## src/integer_unit_pkg.sv

```systemverilog
/*
 * Integer execution unit definitions
 * Data word, instruction packet, per-unit opcodes and per-unit valid/operation bundles
 */

package integer_unit_pkg;

    // ==============================
    // Data and packet types
    // ==============================

    // Operand and result word of the integer datapath
    typedef logic [31:0] data_word_t;

    // Instruction information that travels alongside an operation
    typedef struct packed {
        // Tag that identifies the instruction in flight
        logic [7:0] tag;
        // Destination register index
        logic [4:0] dest_reg;
        // Result must be written back to the register file
        logic       writeback;
    } instr_packet_t;

    // Empty slot, held by any flushed or idle stage
    localparam instr_packet_t NO_OPERATION = '0;

    // ==============================
    // Opcodes
    // ==============================

    // RV32I register-register operations
    typedef enum logic [3:0] {
        ALU_ADD,
        ALU_SUB,
        ALU_SLT,
        ALU_SLTU,
        ALU_AND,
        ALU_OR,
        ALU_XOR,
        ALU_SLL,
        ALU_SRL,
        ALU_SRA
    } alu_op_e;

    // M extension multiplications, MUL returns the low word and the rest the high word
    typedef enum logic [1:0] {
        MUL,
        MULH,
        MULHSU,
        MULHU
    } mul_op_e;

    // M extension divisions
    typedef enum logic [1:0] {
        DIV,
        DIVU,
        REM,
        REMU
    } div_op_e;

    // One opcode field per functional unit
    typedef struct packed {
        alu_op_e alu;
        mul_op_e mul;
        div_op_e div;
    } itu_uop_t;

    // One valid bit per functional unit, at most one is set per cycle
    typedef struct packed {
        logic alu;
        logic mul;
        logic div;
    } itu_valid_t;

endpackage : integer_unit_pkg

```

## src/arithmetic_logic_unit.sv

```systemverilog
/*
 * Arithmetic logic unit
 * Combinational RV32I add, subtract, compare, logic and shift operations
 */

module arithmetic_logic_unit (
    input  integer_unit_pkg::data_word_t operand_a_i,
    input  integer_unit_pkg::data_word_t operand_b_i,
    input  integer_unit_pkg::alu_op_e    operation_i,
    input  logic                         data_valid_i,
    output integer_unit_pkg::data_word_t result_o,
    output logic                         data_valid_o
);

    import integer_unit_pkg::*;

    // Only the low 5 bits of operand B count for shifts
    logic [4:0] shift_amount;

    // Comparison flags shared by SLT and SLTU
    logic signed_less;
    logic unsigned_less;

    assign shift_amount  = operand_b_i[4:0];
    assign signed_less   = $signed(operand_a_i) < $signed(operand_b_i);
    assign unsigned_less = operand_a_i < operand_b_i;

    always_comb begin
        case (operation_i)
            ALU_ADD: result_o = operand_a_i + operand_b_i;
            ALU_SUB: result_o = operand_a_i - operand_b_i;

            // Set-less-than writes 0 or 1 into the whole word
            ALU_SLT:  result_o = {31'b0, signed_less};
            ALU_SLTU: result_o = {31'b0, unsigned_less};

            ALU_AND: result_o = operand_a_i & operand_b_i;
            ALU_OR:  result_o = operand_a_i | operand_b_i;
            ALU_XOR: result_o = operand_a_i ^ operand_b_i;

            ALU_SLL: result_o = operand_a_i << shift_amount;
            ALU_SRL: result_o = operand_a_i >> shift_amount;

            // Arithmetic shift replicates the sign bit of operand A
            ALU_SRA: result_o = $signed(operand_a_i) >>> shift_amount;

            default: result_o = '0;
        endcase
    end

    // No internal state, so the result is ready in the issue cycle
    assign data_valid_o = data_valid_i;

endmodule : arithmetic_logic_unit

```

## src/division_unit.sv

```systemverilog
/*
 * Sequential radix-2 restoring divider
 * Signed and unsigned quotient or remainder, RISC-V divide-by-zero results, idle flag
 */

module division_unit (
    input  logic                         clk_i,
    input  logic                         rst_n_i,
    input  logic                         clk_en_i,
    input  logic                         clear_i,
    input  integer_unit_pkg::data_word_t dividend_i,
    input  integer_unit_pkg::data_word_t divisor_i,
    input  integer_unit_pkg::div_op_e    operation_i,
    input  logic                         data_valid_i,
    output integer_unit_pkg::data_word_t quotient_o,
    output logic                         data_valid_o,
    output logic                         idle_o
);

    import integer_unit_pkg::*;

    typedef enum logic [1:0] {
        IDLE,
        ZERO_DIVIDE,
        DIVIDE,
        DONE
    } div_state_e;

    div_state_e state_q, state_d;

    // Count 0 is the load cycle, counts 1 to 32 are the iterations
    logic [5:0] count_q, count_d;

    // Operands as issued
    data_word_t dividend_q;
    data_word_t divisor_q;
    div_op_e    op_q;

    // Working registers, quotient bits shift in where dividend bits shift out
    data_word_t rem_q;
    data_word_t quo_q;
    data_word_t div_abs_q;
    logic       neg_quot_q;
    logic       neg_rem_q;

    logic       is_signed;
    logic       dividend_neg;
    logic       divisor_neg;
    logic [32:0] shifted;
    logic [32:0] difference;
    data_word_t selected;

    assign is_signed    = (op_q == DIV) || (op_q == REM);
    assign dividend_neg = is_signed & dividend_q[31];
    assign divisor_neg  = is_signed & divisor_q[31];

    // One restoring step, bit 32 of the difference set means the trial subtract failed
    assign shifted    = {rem_q, quo_q[31]};
    assign difference = shifted - {1'b0, div_abs_q};

    // ==============================
    // Control
    // ==============================

    always_comb begin
        state_d = state_q;
        count_d = count_q;
        case (state_q)
            IDLE: begin
                if (data_valid_i) begin
                    state_d = (divisor_i == '0) ? ZERO_DIVIDE : DIVIDE;
                    count_d = '0;
                end
            end
            ZERO_DIVIDE: state_d = DONE;
            DIVIDE: begin
                count_d = count_q + 6'd1;
                if (count_q == 6'd32) begin
                    state_d = DONE;
                end
            end
            default: state_d = IDLE;
        endcase
    end

    // Clear returns to idle even when the unit is frozen
    always_ff @(posedge clk_i or negedge rst_n_i) begin
        if (!rst_n_i) begin
            state_q <= IDLE;
            count_q <= '0;
        end else if (clear_i) begin
            state_q <= IDLE;
            count_q <= '0;
        end else if (clk_en_i) begin
            state_q <= state_d;
            count_q <= count_d;
        end
    end

    // ==============================
    // Datapath
    // ==============================

    always_ff @(posedge clk_i) begin
        if (clk_en_i) begin
            case (state_q)
                IDLE: begin
                    if (data_valid_i) begin
                        dividend_q <= dividend_i;
                        divisor_q  <= divisor_i;
                        op_q       <= operation_i;
                    end
                end
                ZERO_DIVIDE: begin
                    // RISC-V gives all ones as quotient and the dividend as remainder
                    quo_q      <= '1;
                    rem_q      <= dividend_q;
                    neg_quot_q <= 1'b0;
                    neg_rem_q  <= 1'b0;
                end
                DIVIDE: begin
                    if (count_q == '0) begin
                        // Load cycle works on magnitudes and remembers the signs
                        quo_q      <= dividend_neg ? -dividend_q : dividend_q;
                        div_abs_q  <= divisor_neg ? -divisor_q : divisor_q;
                        rem_q      <= '0;
                        neg_quot_q <= dividend_neg ^ divisor_neg;
                        neg_rem_q  <= dividend_neg;
                    end else if (difference[32]) begin
                        rem_q <= shifted[31:0];
                        quo_q <= {quo_q[30:0], 1'b0};
                    end else begin
                        rem_q <= difference[31:0];
                        quo_q <= {quo_q[30:0], 1'b1};
                    end
                end
                default: ;
            endcase
        end
    end

    // Sign correction, the overflow case comes out as the most negative value
    always_comb begin
        if ((op_q == DIV) || (op_q == DIVU)) begin
            selected = neg_quot_q ? -quo_q : quo_q;
        end else begin
            selected = neg_rem_q ? -rem_q : rem_q;
        end
    end

    assign quotient_o = selected;

    // The result cycle only counts when the unit is enabled, so the pulse is never doubled
    assign data_valid_o = (state_q == DONE) & clk_en_i;
    assign idle_o       = (state_q == IDLE);

endmodule : division_unit

```

## src/integer_unit.sv

```systemverilog
/*
 * Integer execution unit
 * Dispatches one operation per cycle to the ALU, multiplier or divider and merges the results
 */

module integer_unit #(
    parameter int unsigned MUL_PIPE_STAGES = 3
) (
    input  logic                            clk_i,
    input  logic                            rst_n_i,
    input  logic                            flush_i,
    input  logic                            mul_enable_i,
    input  logic                            div_enable_i,
    input  integer_unit_pkg::instr_packet_t ipacket_i,
    input  integer_unit_pkg::itu_uop_t      operation_i,
    input  integer_unit_pkg::itu_valid_t    data_valid_i,
    input  integer_unit_pkg::data_word_t    operand_1_i,
    input  integer_unit_pkg::data_word_t    operand_2_i,
    output integer_unit_pkg::data_word_t    result_o,
    output integer_unit_pkg::instr_packet_t ipacket_o,
    output logic                            data_valid_o,
    output logic                            div_idle_o
);

    import integer_unit_pkg::*;

    // ==============================
    // ALU
    // ==============================

    data_word_t    alu_result;
    logic          alu_valid;
    data_word_t    alu_result_out;
    instr_packet_t alu_ipacket_out;

    arithmetic_logic_unit i_alu (
        .operand_a_i  (operand_1_i),
        .operand_b_i  (operand_2_i),
        .operation_i  (operation_i.alu),
        .data_valid_i (data_valid_i.alu),
        .result_o     (alu_result),
        .data_valid_o (alu_valid)
    );

    assign alu_result_out = alu_valid ? alu_result : '0;

    // The ALU packet is the issue packet itself, a flush wipes it in the same cycle
    assign alu_ipacket_out = (alu_valid && !flush_i) ? ipacket_i : NO_OPERATION;

    // ==============================
    // Multiplier
    // ==============================

    data_word_t    mul_result;
    logic          mul_valid;
    data_word_t    mul_result_out;
    instr_packet_t mul_ipacket_out;

    // Packets shift in step with the multiplier stages
    instr_packet_t mul_ipacket_q [MUL_PIPE_STAGES];

    multiplication_unit #(
        .MUL_PIPE_STAGES (MUL_PIPE_STAGES)
    ) i_mul (
        .clk_i          (clk_i),
        .rst_n_i        (rst_n_i),
        .clk_en_i       (mul_enable_i),
        .clear_i        (flush_i),
        .multiplicand_i (operand_1_i),
        .multiplier_i   (operand_2_i),
        .operation_i    (operation_i.mul),
        .data_valid_i   (data_valid_i.mul),
        .product_o      (mul_result),
        .data_valid_o   (mul_valid)
    );

    always_ff @(posedge clk_i) begin
        if (flush_i) begin
            for (int i = 0; i < MUL_PIPE_STAGES; i++) begin
                mul_ipacket_q[i] <= NO_OPERATION;
            end
        end else if (mul_enable_i) begin
            mul_ipacket_q[0] <= ipacket_i;
            for (int i = 1; i < MUL_PIPE_STAGES; i++) begin
                mul_ipacket_q[i] <= mul_ipacket_q[i-1];
            end
        end
    end

    assign mul_result_out  = mul_valid ? mul_result : '0;
    assign mul_ipacket_out = mul_valid ? mul_ipacket_q[MUL_PIPE_STAGES-1] : NO_OPERATION;

    // ==============================
    // Divider
    // ==============================

    data_word_t    div_result;
    logic          div_valid;
    data_word_t    div_result_out;
    instr_packet_t div_ipacket_out;

    // Only one division is in flight, so a single register holds its packet
    instr_packet_t div_ipacket_q;

    division_unit i_div (
        .clk_i        (clk_i),
        .rst_n_i      (rst_n_i),
        .clk_en_i     (div_enable_i),
        .clear_i      (flush_i),
        .dividend_i   (operand_1_i),
        .divisor_i    (operand_2_i),
        .operation_i  (operation_i.div),
        .data_valid_i (data_valid_i.div),
        .quotient_o   (div_result),
        .data_valid_o (div_valid),
        .idle_o       (div_idle_o)
    );

    always_ff @(posedge clk_i) begin
        if (flush_i) begin
            div_ipacket_q <= NO_OPERATION;
        end else if (data_valid_i.div) begin
            div_ipacket_q <= ipacket_i;
        end
    end

    assign div_result_out  = div_valid ? div_result : '0;
    assign div_ipacket_out = div_valid ? div_ipacket_q : NO_OPERATION;

    // ==============================
    // Output merge
    // ==============================

    // Idle units drive zeros, so an OR is enough as long as completions never collide
    assign result_o     = alu_result_out | mul_result_out | div_result_out;
    assign ipacket_o    = alu_ipacket_out | mul_ipacket_out | div_ipacket_out;
    assign data_valid_o = alu_valid | mul_valid | div_valid;

endmodule : integer_unit

```

## src/multiplication_unit.sv

```systemverilog
/*
 * Pipelined multiplier
 * Signed, unsigned and mixed 32x32 products, low or high word, MUL_PIPE_STAGES latency
 */

module multiplication_unit #(
    parameter int unsigned MUL_PIPE_STAGES = 3
) (
    input  logic                         clk_i,
    input  logic                         rst_n_i,
    input  logic                         clk_en_i,
    input  logic                         clear_i,
    input  integer_unit_pkg::data_word_t multiplicand_i,
    input  integer_unit_pkg::data_word_t multiplier_i,
    input  integer_unit_pkg::mul_op_e    operation_i,
    input  logic                         data_valid_i,
    output integer_unit_pkg::data_word_t product_o,
    output logic                         data_valid_o
);

    import integer_unit_pkg::*;

    // Operand signedness decoded from the opcode
    logic sign_a;
    logic sign_b;

    // First stage, operands extended to 33 bits so one signed multiply covers all cases
    logic signed [32:0] operand_a_q;
    logic signed [32:0] operand_b_q;

    logic signed [65:0] product_wide;
    logic [63:0]        product_last;

    // Opcode and valid bit travel with the data through every stage
    mul_op_e                    op_q [MUL_PIPE_STAGES];
    logic [MUL_PIPE_STAGES-1:0] valid_q;

    always_comb begin
        case (operation_i)
            MUL, MULH: begin
                sign_a = 1'b1;
                sign_b = 1'b1;
            end
            MULHSU: begin
                sign_a = 1'b1;
                sign_b = 1'b0;
            end
            default: begin
                sign_a = 1'b0;
                sign_b = 1'b0;
            end
        endcase
    end

    // ==============================
    // Data pipeline
    // ==============================

    always_ff @(posedge clk_i) begin
        if (clk_en_i) begin
            operand_a_q <= {sign_a & multiplicand_i[31], multiplicand_i};
            operand_b_q <= {sign_b & multiplier_i[31], multiplier_i};
            op_q[0]     <= operation_i;
            for (int i = 1; i < MUL_PIPE_STAGES; i++) begin
                op_q[i] <= op_q[i-1];
            end
        end
    end

    // Only the low 64 bits of the 66 bit product are meaningful
    assign product_wide = operand_a_q * operand_b_q;

    generate
        if (MUL_PIPE_STAGES == 1) begin : g_single_stage
            // Product is formed straight out of the operand registers
            assign product_last = product_wide[63:0];
        end else begin : g_product_pipe
            logic [63:0] product_q [MUL_PIPE_STAGES-1];

            always_ff @(posedge clk_i) begin
                if (clk_en_i) begin
                    product_q[0] <= product_wide[63:0];
                    for (int i = 1; i < MUL_PIPE_STAGES - 1; i++) begin
                        product_q[i] <= product_q[i-1];
                    end
                end
            end

            assign product_last = product_q[MUL_PIPE_STAGES-2];
        end
    endgenerate

    // ==============================
    // Valid pipeline
    // ==============================

    // A clear empties the pipe even while the clock enable is low
    always_ff @(posedge clk_i or negedge rst_n_i) begin
        if (!rst_n_i) begin
            valid_q <= '0;
        end else if (clear_i) begin
            valid_q <= '0;
        end else if (clk_en_i) begin
            valid_q[0] <= data_valid_i;
            for (int i = 1; i < MUL_PIPE_STAGES; i++) begin
                valid_q[i] <= valid_q[i-1];
            end
        end
    end

    // MUL keeps the low word, the high variants the upper one
    assign product_o = (op_q[MUL_PIPE_STAGES-1] == MUL) ? product_last[31:0]
                                                        : product_last[63:32];

    assign data_valid_o = valid_q[MUL_PIPE_STAGES-1];

endmodule : multiplication_unit

```

## config.mk

```make
export PLATFORM = sky130hd
export DESIGN_NAME = integer_unit
export DESIGN_NICKNAME = d
export VERILOG_FILES = /design/src/integer_unit_pkg.sv /design/src/arithmetic_logic_unit.sv /design/src/division_unit.sv /design/src/integer_unit.sv /design/src/multiplication_unit.sv
export SDC_FILE = /design/constraint.sdc
export NUM_CORES = 2
export LEC_CHECK = 0
export ABC_AREA = 1
export BUFFER_PORTS_ARGS = -buffer_cell sky130_fd_sc_hd__buf_2
export CAP_MARGIN = 0
export CORE_MARGIN = 10
export CORE_UTILIZATION = 60
export DETAILED_ROUTE_END_ITERATION = 10
export PLACE_DENSITY = 0.77
export SLEW_MARGIN = 10
export SYNTH_ARGS = -nofsm -noshare
export SYNTH_HDL_FRONTEND = slang
export SYNTH_HIERARCHICAL = 1
export SYNTH_SLANG_ARGS = --single-unit
```

## constraint.sdc

```tcl
create_clock -name clk_i -period 8.2 [get_ports clk_i]
set_input_delay 1.23 -clock clk_i [delete_from_list [all_inputs] [get_ports clk_i]]
set_output_delay 1.23 -clock clk_i [all_outputs]
set_load 0.1 [all_outputs]
```

==> reports/qor.txt <==
Post-synthesis compound-gate area fraction - 4.32%
Syn nets - 11,484
Synth unique cells - 60
Mean number of vias per cell - 5.94
Gr ovfl total - 0
Required time of the critical path - 8630 ps
Max stage delay on crit path - 810 ps
Final WL - 293 mm
Setup crit start kind - flop
Status - finished clean
DRC violations left - 0
Synth warnings - 6
Final GP Congestion - 1.08
Die width - 370 microns
Share of cells above drive strength 1 - 6.14%
Overall Global Routing Usage - 42.2%
Post-CTS Hold Buffers - 0
Seq/Total Area, Yosys - 17.3%
FFs w/ async S/R, synth - 2.55%
Synthesized area - 0.0736 sq mm
Worst EP arrival - 8530 ps
Largest family of logic cells by synthesized area - adder cells
# setup viols final - 0
Adder-Cell Fraction of Synth Area - 36.7%
Top-area cell type share of the netlist area - 30.7%
Antenna viol nets, final - 0
Maxcap violations - 0
Clock skew - 53.1 ps
Area grow syn2layout - 5.72%
Register bit total from synthesis - 431
Clk_lat worst skew - 690 ps
Longest Clk Path Bufs - 3
Max-slew headroom - 8.23%
FF-to-FF Start - i_mul/operand_b_q[19]
Row cnt - 128
Period utilization - 98.8%
First-pass GRT wire length - 429 mm
Largest net degree at the start of global routing - 108
Vias - 68,475
Min-Delay Path Class - in2async
Final total negative setup slack - 0 ps
Post-DP HPWL - 233 mm
Nets@finish - 11,418
# fillers - 10,469
R2R setup slack - 100 ps
Worst R2R End - i_mul/g_product_pipe.product_q[0][38]
CP most frequent cell - fa_1
Synth Area in XOR/XNOR - 1.07%
Count leader, synth - nand2_1
Crit path max fanout - 21
Kind of critical path - reg2reg
Worst-path clk slew - 80 ps
Max frequency - 123 MHz
Post-synthesis mux area share - 0.489%
Critical path's slowest cell - edfxtp_1
DRT Pass-1 Iters - 9
Synth top cells by count - 2,909 x nand2_1, 2,435 x inv_1, 1,128 x fa_1, 666 x nand3_1, 514 x nor2_1
H-tree depth - 2
Vias in the first global route - 67,353
Min Tclk post-route - 8100 ps
Final core utilization - 63.9%
Syn_area_per_cell - 7.43 sq um
Ranking of synthesized cells by area - fa_1 31%, edfxtp_1 17%, nand2_1 15%
Full die area - 0.137 sq mm
Synth Area in Simple Gates - 25.0%
Initial Util - 60.4%
Predominant post-synthesis flop cell - edfxtp_1
Area leader, netlist - fa_1
Postcts setup bufs - 0
Unrepaired setup endpoints after global routing - no
CORE AREA - 0.122 sq mm
CTS resizes - 0
CP Capture Type - flop
Final Slew Violations - 0
Root Driver - clkbuf_16
DRT iter0 DRCs - 9,938
# IOs - 142
Routed wire per std cell - 25.5 microns
Number of port buffers - 141
Hold Fails Final Rpt - 0
TritonCTS buffer count - 52
Worst R2R Path Depth - 26
Post-synth EDFFs - 406
Initial antenna violation count - 21
Synthesized instance count - 9,910
Actual slew at the worst max-slew pin - 1380 ps
Die height - 370 microns
TritonCTS clock tree - yes
CTS sink cnt - 431
## critical path, delay by kind of cell (launching register included)
kind | cells | cell delay [ps]
simple gates | 7 | 990
xor+xnor | 1 | 310
flops | 1 | 810
fa+ha+maj | 9 | 4650
buf+inv | 9 | 1060
## placed cells by master, fill, tap and decap left out, drive strengths merged, types with 8 or more instances in the layout
cell    netlist  routed
o22ai        20      20
xnor2        34      34
fa         1128    1128
inv        2464    2468
nor4         16      16
o21ai       171     171
a31oi         8       8
and2         17      17
a22oi        12      12
dfxtp        14      14
a21oi       253     253
dfrtp        11      11
ha          352     352
nand2      2948    2948
nand3b       23      23
o21bai       26      26
mux2         32      32
nor2        570     570
xor2         56      56
clkbuf      298      63
o31ai        10      10
o211ai       27      27
nand3       681     681
nor3         78      78
nand4        64      64
or2          23      23
diode         0      16
buf         125     303
clkinv        3      21
edfxtp      406     406
a21o         10      10
## registers in the layout, summed over array words and instances (netlist names)
register                        flops
i_div/op_q                          2
i_div/div_abs_q                    32
i_div/neg_quot_q                    1
i_mul/valid_q                       3
mul_ipacket_q                      42
i_mul/operand_b_q                  33
i_mul/operand_a_q                  33
i_div/rem_q                        32
div_ipacket_q                      14
i_div/divisor_q                    32
i_div/state_q                       2
i_mul/g_product_pipe.product_q    128
i_div/quo_q                        32
i_div/dividend_q                   32
i_div/count_q                       6
i_mul/op_q                          6
i_div/neg_rem_q                     1
## layer usage
layer	global-route usage (%)	share of wire [%]
met1	55.3	37
met2	59.9	40
met3	16.3	16
met4	23.0	7.0
met5	0.734	0.082
## through the flow
step	setup slack, ps	cells	hold slack, ps	area, sq um
4_1_cts	224	11506	386	77800
3_3_place_gp	382	11409	401	76000
2_1_floorplan	736	9910	400	73600
6_report	95.9	11528	410	77800
3_5_place_dp	249	11409	405	76000
5_1_grt	6.53	11515	416	77800
## final cells by class
cell class | instances | area [sq um] | area share (%)
Inverter | 2467 | 9260 | 11.9
Sequential cell | 431 | 12700 | 16.4
Clock buffer | 63 | 1370 | 1.76
Timing Repair Buffer | 303 | 2260 | 2.90
Clock inverter | 34 | 407 | 0.522
Antenna cell | 16 | 40.0 | 0.0514
Tap cell | 1625 | 2030 | 2.61
Multi-Input combinational cell | 6589 | 49700 | 63.9
## kinds of logic after synthesis
kind of cell    count (synthesis)
simple gates                 4426
buf+inv                      2890
fa+ha+maj                    1480
compound gates                561
flops                         431
xor+xnor                       90
mux                            32
## worst max-delay path by stage
stage / start / end / slack, ps / cells after the start
finish: i_mul/operand_b_q[19] / i_mul/g_product_pipe.product_q[0][38] / 100 / 26
global route: i_mul/operand_b_q[19] / i_mul/g_product_pipe.product_q[0][54] / 7 / 23
CTS: i_mul/operand_b_q[16] / i_mul/g_product_pipe.product_q[0][38] / 220 / 26
detailed placement: i_mul/operand_b_q[16] / i_mul/g_product_pipe.product_q[0][38] / 250 / 26
global placement: i_mul/operand_b_q[16] / i_mul/g_product_pipe.product_q[0][38] / 380 / 26
floorplan: i_mul/operand_b_q[1] / i_mul/g_product_pipe.product_q[0][62] / 740 / 26
Power is left out: the tool's default activity adds up to more than one toggle a clock period on the data nets, which glitch-free logic cannot reach.
